## config.mk

```make
export PLATFORM = sky130hd
export DESIGN_NAME = friscv_io_platform
export DESIGN_NICKNAME = d
export VERILOG_FILES = /design/src/logic/friscv_io_pkg.sv /design/src/logic/friscv_io_decoder.sv /design/src/logic/friscv_io_platform.sv /design/src/logic/friscv_io_queue.sv /design/src/logic/friscv_io_registers.sv
export SDC_FILE = /design/constraint.sdc
export NUM_CORES = 1
export LEC_CHECK = 0
export ABC_AREA = 1
export BUFFER_PORTS_ARGS = -buffer_cell sky130_fd_sc_hd__buf_2
export CAP_MARGIN = 10
export CORE_MARGIN = 2
export CORE_UTILIZATION = 40
export DETAILED_ROUTE_END_ITERATION = 7
export GPL_TIMING_DRIVEN = 0
export PLACE_DENSITY = 0.66
export REMOVE_ABC_BUFFERS = 1
export SYNTH_ARGS = -nofsm -noshare
export SYNTH_HDL_FRONTEND = slang
export SYNTH_SLANG_ARGS = --single-unit
```

## constraint.sdc

```tcl
create_clock -name aclk -period 6.3 [get_ports aclk]
set_input_delay 0.945 -clock aclk [delete_from_list [all_inputs] [get_ports aclk]]
set_output_delay 0.945 -clock aclk [all_outputs]
set_load 0.01 [all_outputs]
```

## src/logic/friscv_io_pkg.sv

```systemverilog
/* IO platform shared definitions */

package friscv_io_pkg;

    //////////////////////////////////////////////////////////////
    // Widths
    //////////////////////////////////////////////////////////////

    localparam int XLEN     = 32;
    localparam int ADDR_W   = 32;
    localparam int STRB_W   = XLEN / 8;
    localparam int OFFSET_W = 6;

    //////////////////////////////////////////////////////////////
    // Memory map
    //////////////////////////////////////////////////////////////

    // IO window, as seen on the data bus
    localparam logic [ADDR_W-1:0] IO_BASE = 32'h0010_0000;
    localparam logic [ADDR_W-1:0] IO_SIZE = 32'd64;

    // Blocks inside the window, UART hole at 0x08 is left unmapped
    localparam logic [ADDR_W-1:0] GPIO_ADDR  = 32'd0;
    localparam logic [ADDR_W-1:0] GPIO_SIZE  = 32'd8;
    localparam logic [ADDR_W-1:0] CLINT_ADDR = 32'd24;
    localparam logic [ADDR_W-1:0] CLINT_SIZE = 32'd20;

    // Register offsets within the window
    localparam logic [OFFSET_W-1:0] REG_GPIO_OUT    = 6'h00;
    localparam logic [OFFSET_W-1:0] REG_GPIO_IN     = 6'h04;
    localparam logic [OFFSET_W-1:0] REG_MSIP        = 6'h18;
    localparam logic [OFFSET_W-1:0] REG_MTIME_LO    = 6'h1C;
    localparam logic [OFFSET_W-1:0] REG_MTIME_HI    = 6'h20;
    localparam logic [OFFSET_W-1:0] REG_MTIMECMP_LO = 6'h24;
    localparam logic [OFFSET_W-1:0] REG_MTIMECMP_HI = 6'h28;

    //////////////////////////////////////////////////////////////
    // Responses and bus types
    //////////////////////////////////////////////////////////////

    typedef logic [1:0] resp_t;

    localparam resp_t RESP_OKAY   = 2'd0;
    localparam resp_t RESP_DECERR = 2'd3;

    typedef enum logic [1:0] {
        GPIO  = 2'd0,
        CLINT = 2'd1,
        NONE  = 2'd2
    } io_target_t;

    // Single request on the data bus
    typedef struct packed {
        logic              wr;
        logic [ADDR_W-1:0] addr;
        logic [XLEN-1:0]   wdata;
        logic [STRB_W-1:0] strb;
    } io_req_t;

    // Decoded command, address reduced to a window offset
    typedef struct packed {
        logic                wr;
        io_target_t          target;
        logic [OFFSET_W-1:0] offset;
        logic [XLEN-1:0]     wdata;
        logic [STRB_W-1:0]   strb;
    } io_cmd_t;

    typedef struct packed {
        logic [XLEN-1:0] rdata;
        resp_t           resp;
    } io_rsp_t;

endpackage

```

## src/logic/friscv_io_decoder.sv

```systemverilog
/* IO address decoder */

`timescale 1ns/1ps

module friscv_io_decoder (
    input  logic                    aclk,
    input  logic                    arst_n,
    input  logic                    req_valid,
    output logic                    req_ready,
    input  friscv_io_pkg::io_req_t  req,
    output logic                    cmd_valid,
    input  logic                    cmd_ready,
    output friscv_io_pkg::io_cmd_t  cmd
);

    localparam int ADDR_W   = friscv_io_pkg::ADDR_W;
    localparam int OFFSET_W = friscv_io_pkg::OFFSET_W;

    logic [ADDR_W-1:0]          offset_full;
    logic                       in_window;
    logic                       in_gpio;
    logic                       in_clint;
    friscv_io_pkg::io_target_t  target;
    friscv_io_pkg::io_cmd_t     cmd_next;

    // Unsigned wrap also rejects anything below the base
    function automatic logic in_range(
        input logic [ADDR_W-1:0] off,
        input logic [ADDR_W-1:0] base,
        input logic [ADDR_W-1:0] size
    );
        return (off - base) < size;
    endfunction

    //////////////////////////////////////////////////////////////
    // Memory map lookup
    //////////////////////////////////////////////////////////////

    assign offset_full = req.addr - friscv_io_pkg::IO_BASE;
    assign in_window   = offset_full < friscv_io_pkg::IO_SIZE;
    assign in_gpio     = in_window && in_range(offset_full, friscv_io_pkg::GPIO_ADDR,
                                               friscv_io_pkg::GPIO_SIZE);
    assign in_clint    = in_window && in_range(offset_full, friscv_io_pkg::CLINT_ADDR,
                                               friscv_io_pkg::CLINT_SIZE);

    // UART hole and RAM fall through to NONE
    assign target = in_gpio  ? friscv_io_pkg::GPIO  :
                    in_clint ? friscv_io_pkg::CLINT : friscv_io_pkg::NONE;

    always_comb begin
        cmd_next.wr     = req.wr;
        cmd_next.target = target;
        cmd_next.offset = offset_full[OFFSET_W-1:0];
        cmd_next.wdata  = req.wdata;
        cmd_next.strb   = req.strb;
    end

    //////////////////////////////////////////////////////////////
    // Single command slot
    //////////////////////////////////////////////////////////////

    assign req_ready = !cmd_valid || cmd_ready;

    always_ff @(posedge aclk or negedge arst_n) begin
        if (!arst_n) begin
            cmd_valid <= 1'b0;
        end else if (req_valid && req_ready) begin
            cmd_valid <= 1'b1;
        end else if (cmd_ready) begin
            cmd_valid <= 1'b0;
        end
    end

    always_ff @(posedge aclk) begin
        if (req_valid && req_ready) begin
            cmd <= cmd_next;
        end
    end

endmodule

```

## src/logic/friscv_io_platform.sv

```systemverilog
/* IO platform top level */

`timescale 1ns/1ps

module friscv_io_platform #(
    parameter int QUEUE_DEPTH = 4
) (
    input  logic                              aclk,
    input  logic                              arst_n,
    input  logic                              rtc,
    input  logic                              req_valid,
    output logic                              req_ready,
    input  friscv_io_pkg::io_req_t            req,
    output logic                              rsp_valid,
    input  logic                              rsp_ready,
    output friscv_io_pkg::io_rsp_t            rsp,
    input  logic [friscv_io_pkg::XLEN-1:0]    gpio_in,
    output logic [friscv_io_pkg::XLEN-1:0]    gpio_out,
    output logic                              sw_irq,
    output logic                              timer_irq
);

    // Decoder to queue
    logic                   cmd_valid;
    logic                   cmd_ready;
    friscv_io_pkg::io_cmd_t cmd;

    // Queue to register block
    logic                   q_valid;
    logic                   q_ready;
    friscv_io_pkg::io_cmd_t q_cmd;

    friscv_io_decoder decoder (
        .aclk      (aclk),
        .arst_n    (arst_n),
        .req_valid (req_valid),
        .req_ready (req_ready),
        .req       (req),
        .cmd_valid (cmd_valid),
        .cmd_ready (cmd_ready),
        .cmd       (cmd)
    );

    friscv_io_queue #(
        .QUEUE_DEPTH (QUEUE_DEPTH)
    ) queue (
        .aclk     (aclk),
        .arst_n   (arst_n),
        .wr_valid (cmd_valid),
        .wr_ready (cmd_ready),
        .wr_cmd   (cmd),
        .rd_valid (q_valid),
        .rd_ready (q_ready),
        .rd_cmd   (q_cmd)
    );

    friscv_io_registers registers (
        .aclk      (aclk),
        .arst_n    (arst_n),
        .rtc       (rtc),
        .cmd_valid (q_valid),
        .cmd_ready (q_ready),
        .cmd       (q_cmd),
        .rsp_valid (rsp_valid),
        .rsp_ready (rsp_ready),
        .rsp       (rsp),
        .gpio_in   (gpio_in),
        .gpio_out  (gpio_out),
        .sw_irq    (sw_irq),
        .timer_irq (timer_irq)
    );

endmodule

```

## src/logic/friscv_io_queue.sv

```systemverilog
/* IO command FIFO */

`timescale 1ns/1ps

module friscv_io_queue #(
    parameter int QUEUE_DEPTH = 4
) (
    input  logic                    aclk,
    input  logic                    arst_n,
    input  logic                    wr_valid,
    output logic                    wr_ready,
    input  friscv_io_pkg::io_cmd_t  wr_cmd,
    output logic                    rd_valid,
    input  logic                    rd_ready,
    output friscv_io_pkg::io_cmd_t  rd_cmd
);

    localparam int PTR_W = $clog2(QUEUE_DEPTH);

    friscv_io_pkg::io_cmd_t mem [QUEUE_DEPTH];

    // Extra MSB tells a full queue from an empty one
    logic [PTR_W:0] wr_ptr;
    logic [PTR_W:0] rd_ptr;
    logic           full;
    logic           empty;
    logic           push;
    logic           pop;

    assign empty = wr_ptr == rd_ptr;
    assign full  = (wr_ptr[PTR_W] != rd_ptr[PTR_W]) &&
                   (wr_ptr[PTR_W-1:0] == rd_ptr[PTR_W-1:0]);

    assign wr_ready = !full;
    assign rd_valid = !empty;
    assign push     = wr_valid && wr_ready;
    assign pop      = rd_valid && rd_ready;

    always_ff @(posedge aclk or negedge arst_n) begin
        if (!arst_n) begin
            wr_ptr <= '0;
            rd_ptr <= '0;
        end else begin
            if (push) begin
                wr_ptr <= wr_ptr + 1'b1;
            end
            if (pop) begin
                rd_ptr <= rd_ptr + 1'b1;
            end
        end
    end

    always_ff @(posedge aclk) begin
        if (push) begin
            mem[wr_ptr[PTR_W-1:0]] <= wr_cmd;
        end
    end

    // Head entry shows up the cycle after it is written
    assign rd_cmd = mem[rd_ptr[PTR_W-1:0]];

endmodule

```

## src/logic/friscv_io_registers.sv

```systemverilog
/* GPIO and CLINT registers */

`timescale 1ns/1ps

module friscv_io_registers (
    input  logic                              aclk,
    input  logic                              arst_n,
    input  logic                              rtc,
    input  logic                              cmd_valid,
    output logic                              cmd_ready,
    input  friscv_io_pkg::io_cmd_t            cmd,
    output logic                              rsp_valid,
    input  logic                              rsp_ready,
    output friscv_io_pkg::io_rsp_t            rsp,
    input  logic [friscv_io_pkg::XLEN-1:0]    gpio_in,
    output logic [friscv_io_pkg::XLEN-1:0]    gpio_out,
    output logic                              sw_irq,
    output logic                              timer_irq
);

    localparam int XLEN   = friscv_io_pkg::XLEN;
    localparam int STRB_W = friscv_io_pkg::STRB_W;

    logic                   take;
    logic                   wr_gpio;
    logic                   wr_clint;
    logic [2:0]             rtc_sync;
    logic                   rtc_rise;
    logic                   msip;
    logic [2*XLEN-1:0]      mtime;
    logic [2*XLEN-1:0]      mtime_next;
    logic [2*XLEN-1:0]      mtimecmp;
    logic [XLEN-1:0]        rdata;
    friscv_io_pkg::resp_t   resp;
    friscv_io_pkg::io_rsp_t rsp_next;

    function automatic logic [XLEN-1:0] merge_bytes(
        input logic [XLEN-1:0]   old_val,
        input logic [XLEN-1:0]   new_val,
        input logic [STRB_W-1:0] strb
    );
        logic [XLEN-1:0] res;
        res = old_val;
        for (int i = 0; i < STRB_W; i++) begin
            if (strb[i]) begin
                res[8*i +: 8] = new_val[8*i +: 8];
            end
        end
        return res;
    endfunction

    // One command per free response slot
    assign cmd_ready = !rsp_valid || rsp_ready;
    assign take      = cmd_valid && cmd_ready;
    assign wr_gpio   = take && cmd.wr && (cmd.target == friscv_io_pkg::GPIO);
    assign wr_clint  = take && cmd.wr && (cmd.target == friscv_io_pkg::CLINT);

    //////////////////////////////////////////////////////////////
    // RTC synchronizer and mtime
    //////////////////////////////////////////////////////////////

    // Bits 1:0 synchronize, bit 2 holds the previous level
    always_ff @(posedge aclk or negedge arst_n) begin
        if (!arst_n) begin
            rtc_sync <= '0;
        end else begin
            rtc_sync <= {rtc_sync[1:0], rtc};
        end
    end

    assign rtc_rise = rtc_sync[1] && !rtc_sync[2];

    // Software write wins over the tick
    always_comb begin
        mtime_next = mtime;
        if (wr_clint && cmd.offset == friscv_io_pkg::REG_MTIME_LO) begin
            mtime_next[XLEN-1:0] = merge_bytes(mtime[XLEN-1:0], cmd.wdata, cmd.strb);
        end else if (wr_clint && cmd.offset == friscv_io_pkg::REG_MTIME_HI) begin
            mtime_next[2*XLEN-1:XLEN] = merge_bytes(mtime[2*XLEN-1:XLEN], cmd.wdata,
                                                    cmd.strb);
        end else if (rtc_rise) begin
            mtime_next = mtime + 1'b1;
        end
    end

    //////////////////////////////////////////////////////////////
    // Register file
    //////////////////////////////////////////////////////////////

    always_ff @(posedge aclk or negedge arst_n) begin
        if (!arst_n) begin
            gpio_out <= '0;
            msip     <= 1'b0;
            mtime    <= '0;
            mtimecmp <= '1;
        end else begin
            mtime <= mtime_next;
            if (wr_gpio && cmd.offset == friscv_io_pkg::REG_GPIO_OUT) begin
                gpio_out <= merge_bytes(gpio_out, cmd.wdata, cmd.strb);
            end
            if (wr_clint && cmd.offset == friscv_io_pkg::REG_MSIP && cmd.strb[0]) begin
                msip <= cmd.wdata[0];
            end
            if (wr_clint && cmd.offset == friscv_io_pkg::REG_MTIMECMP_LO) begin
                mtimecmp[XLEN-1:0] <= merge_bytes(mtimecmp[XLEN-1:0], cmd.wdata, cmd.strb);
            end
            if (wr_clint && cmd.offset == friscv_io_pkg::REG_MTIMECMP_HI) begin
                mtimecmp[2*XLEN-1:XLEN] <= merge_bytes(mtimecmp[2*XLEN-1:XLEN],
                                                       cmd.wdata, cmd.strb);
            end
        end
    end

    assign sw_irq    = msip;
    assign timer_irq = mtime >= mtimecmp;

    //////////////////////////////////////////////////////////////
    // Read mux and response register
    //////////////////////////////////////////////////////////////

    always_comb begin
        rdata = '0;
        resp  = friscv_io_pkg::RESP_OKAY;
        case (cmd.target)
            friscv_io_pkg::GPIO: begin
                case (cmd.offset)
                    friscv_io_pkg::REG_GPIO_OUT: rdata = gpio_out;
                    friscv_io_pkg::REG_GPIO_IN:  rdata = gpio_in;
                    default:                     rdata = '0;
                endcase
            end
            friscv_io_pkg::CLINT: begin
                case (cmd.offset)
                    friscv_io_pkg::REG_MSIP:        rdata = {{(XLEN-1){1'b0}}, msip};
                    friscv_io_pkg::REG_MTIME_LO:    rdata = mtime[XLEN-1:0];
                    friscv_io_pkg::REG_MTIME_HI:    rdata = mtime[2*XLEN-1:XLEN];
                    friscv_io_pkg::REG_MTIMECMP_LO: rdata = mtimecmp[XLEN-1:0];
                    friscv_io_pkg::REG_MTIMECMP_HI: rdata = mtimecmp[2*XLEN-1:XLEN];
                    default:                        rdata = '0;
                endcase
            end
            default: resp = friscv_io_pkg::RESP_DECERR;
        endcase
        // Writes answer with zero data
        rsp_next.rdata = cmd.wr ? '0 : rdata;
        rsp_next.resp  = resp;
    end

    always_ff @(posedge aclk or negedge arst_n) begin
        if (!arst_n) begin
            rsp_valid <= 1'b0;
        end else if (take) begin
            rsp_valid <= 1'b1;
        end else if (rsp_ready) begin
            rsp_valid <= 1'b0;
        end
    end

    always_ff @(posedge aclk) begin
        if (take) begin
            rsp <= rsp_next;
        end
    end

endmodule

```

==> results.yml <==
detailed_routing:
  firstDrtPassIters: 5
  drt-total-wl_um: 68800
  num_vias: 18600
  drcViolationCount: 0
  via_per_inst: 5.29
  route.antenna.remaining_nets: 0
  routedWlPerCell_um: 19.6
  drt-initial-drc-count: 1700
setup_path:
  path_max_fanout: 90
  slowest_delay_ns: 0.78
  path_delay_family: "simple AND/OR/NAND/NOR gates"
  required_ns: 6.82
  ff2ff_path_depth: 15
  crit_slowest_cell: "nor2_8"
  cpMostUsedCell: "nand2_1"
  startpoint_type: "register"
  arrival_ns: 5.92
  r2r_end: "registers.mtime[44]"
  worst_setup_path_end_kind: "register"
  critical_path_class: "register to register"
  r2r_setup_slack_ns: 0.90
  path_cells: "buf_16 > inv_4 > nand2_1 > nand3_1 > nand2_1 > nor3_4 > buf_16 > nand2_2 > nor2_8 > inv_4 > nand2_8 > nand2_2 > nor2_1 > o21ai_0 > nand2_1"
  path_buf_inv: 4
  timing.rr.start: "queue.rd_ptr[0]"
clock_network:
  clkTransAtPathRegs_ns: 0.07
  cts_num_sinks: 430
  cts_tree: "yes"
  root_buffer: "clkbuf_16"
  cts_setup_buffers: 0
  clockBufferDepth: 3
  numCtsBuffers: 44
  cts_resized: 0
  htreeDepth: 2
  ctsHoldBuffers: 0
  clkLatencyLatePin_ns: 0.58
timing:
  final-hold-violation-count: 0
  finalClockSkew_ns: 0.0222
  drv_slew: 0
  period_share: 0.857
  maxSlewHeadroom: 0.315
  rsz0062_at_grt: "no"
  finalSetupViolCount: 0
  setup_slack_ns: 0.900
  fin_crit_ns: 5.40
  tightest_slew_ns: 1.03
  clock.fmax_ghz: 0.185
floorplanning:
  initial_core_util: 0.405
  core.rowCount: 87
  die_w_um: 243
  dieArea_um2: 59100
  fp.dieH_um: 243
  ios: 176
  core_region_area_um2: 56500
synthesis:
  synth-adder-area-share: 0.0400
  ys_ff_latch: 430
  synth_compound_area_frac: 0.117
  synth_xor_xnor_area_share: 0.0241
  synth_cells: 2578
  synthMuxAreaShare: 0
  yosysWarnings: 0
  async_flop_share: 0.400
  synthFlopType: "edfxtp_1"
  synth-simple-area-share: 0.227
  yosys.cell_types.count: 55
  ys_seq_area_frac: 0.531
  synth_top_family_by_area: "simple AND/OR/NAND/NOR gates"
  syn_avg_cell_area_um2: 8.87
  synth_area_um2: 22900
  synth-edff-count: 258
final_layout:
  area_growth_pct: 13.1
  fin_nets: 2898
  layout-drive-gt1-share: 0.150
  final_common_cell: "nand2_1"
  final_area_um2: 25900
  mostFrequentLayoutCells: "nand2_1, edfxtp_1, inv_1"
run_status:
  status: "completed"
global_routing:
  track_usage: 0.232
  met3_usage: 0.0385
  grt_max_degree: 94
  grt_pass1_wl_um: 106000
  grt_pass1_vias: 18100
  grt_use_met1: 0.308
  global_route.peak_usage_layer: "met2"
  gr-usage-met2: 0.386
  antenna_found_initial: 5
  grt_overflow: 0
power_and_ir_drop:
  ir_drop_mv: 0.253
  p_per_area_nw_per_um2: 434
  p_leak_uw: 0.0104
placement:
  gp_congestion: 0.958
  io_buffers: 175
  dp_slack_ns: 0.892
  place_area_um2: 24500
  hpwl_um: 51100
hold_path:
  hold_path_class: "primary input to asynchronous set/reset pin"
job:
  drv_cap: 0
[cell usage after synthesis (52+ instances only)]
master,count,area [um2]
nor2_1,205,769
o21ai_0,170,851
dfrtp_1,108,2700
xor2_1,52,455
a21oi_1,96,480
ha_1,73,913
edfxtp_1,258,7750
nand2_1,746,2800
nand3_1,150,751
dfstp_2,64,1680
inv_1,221,830
o21ai_1,76,380
[power breakdown]
group | switching, uW | internal, uW | total [uW]
Clock | 1100 | 1340 | 2440
Combinational | 3130 | 1180 | 4310
Sequential | 468 | 4010 | 4470
Total | 4700 | 6530 | 11200
[final cells by class]
class | count | area, um2
inverter | 236 | 901
timing repair buffer | 188 | 1180
multi-input combinational | 1819 | 9370
sequential | 430 | 12100
fill | 5431 | 30600
clock inverter | 15 | 83.8
tap | 756 | 946
antenna | 2 | 5.00
clock buffer | 66 | 1220
[state kept, by name, summed over array words and instances, names as in the netlist]
| name | cells |
|---|---|
| queue.wr_ptr | 3 |
| registers.gpio_out | 32 |
| registers.rsp | 33 |
| registers.mtime | 64 |
| registers.sw_irq | 1 |
| decoder.cmd | 45 |
| queue.rd_ptr | 3 |
| queue.mem | 180 |
| registers.mtimecmp | 64 |
| registers.rsp_valid | 1 |
| decoder.cmd_valid | 1 |
| registers.rtc_sync | 3 |
[how the worst max path moves through the flow]
stage,startpoint,end,cells past startpoint
3_5_place_dp,queue.rd_ptr[1],registers.mtime[44],14
3_3_place_gp,queue.rd_ptr[0],registers.mtime[47],14
2_1_floorplan,queue.rd_ptr[0],registers.mtime[47],14
6_report,queue.rd_ptr[0],registers.mtime[44],15
4_1_cts,queue.rd_ptr[1],registers.mtime[44],14
5_1_grt,queue.rd_ptr[0],registers.mtime[42],15
[through the flow]
stage,total power (uW),cells,hold slack [ns],util,TNS (ns)
floorplan,6900,2485,0.331,-,0
global placement,8520,3416,0.343,0.428,-628.26
detailed placement,8840,3429,0.345,0.434,0
CTS,11300,3510,0.355,0.458,0
global route,11900,3510,0.378,0.458,0
finish,11200,3512,0.337,0.458,0
[layer usage]
layer	up-vias	part of all wire
li1	8965	-
met1	8909	0.44
met2	567	0.47
met3	114	0.058
met4	8	0.031
met5	-	0.00073
[cell families after synthesis]
group | Yosys count
AOI/OAI and AO/OA | 462
xor gates and xnor gates | 63
adders and majority gates | 73
buffers and inverters | 329
DFF | 430
and+or+nand+nor | 1221
(Power assumes the default switching activity.)
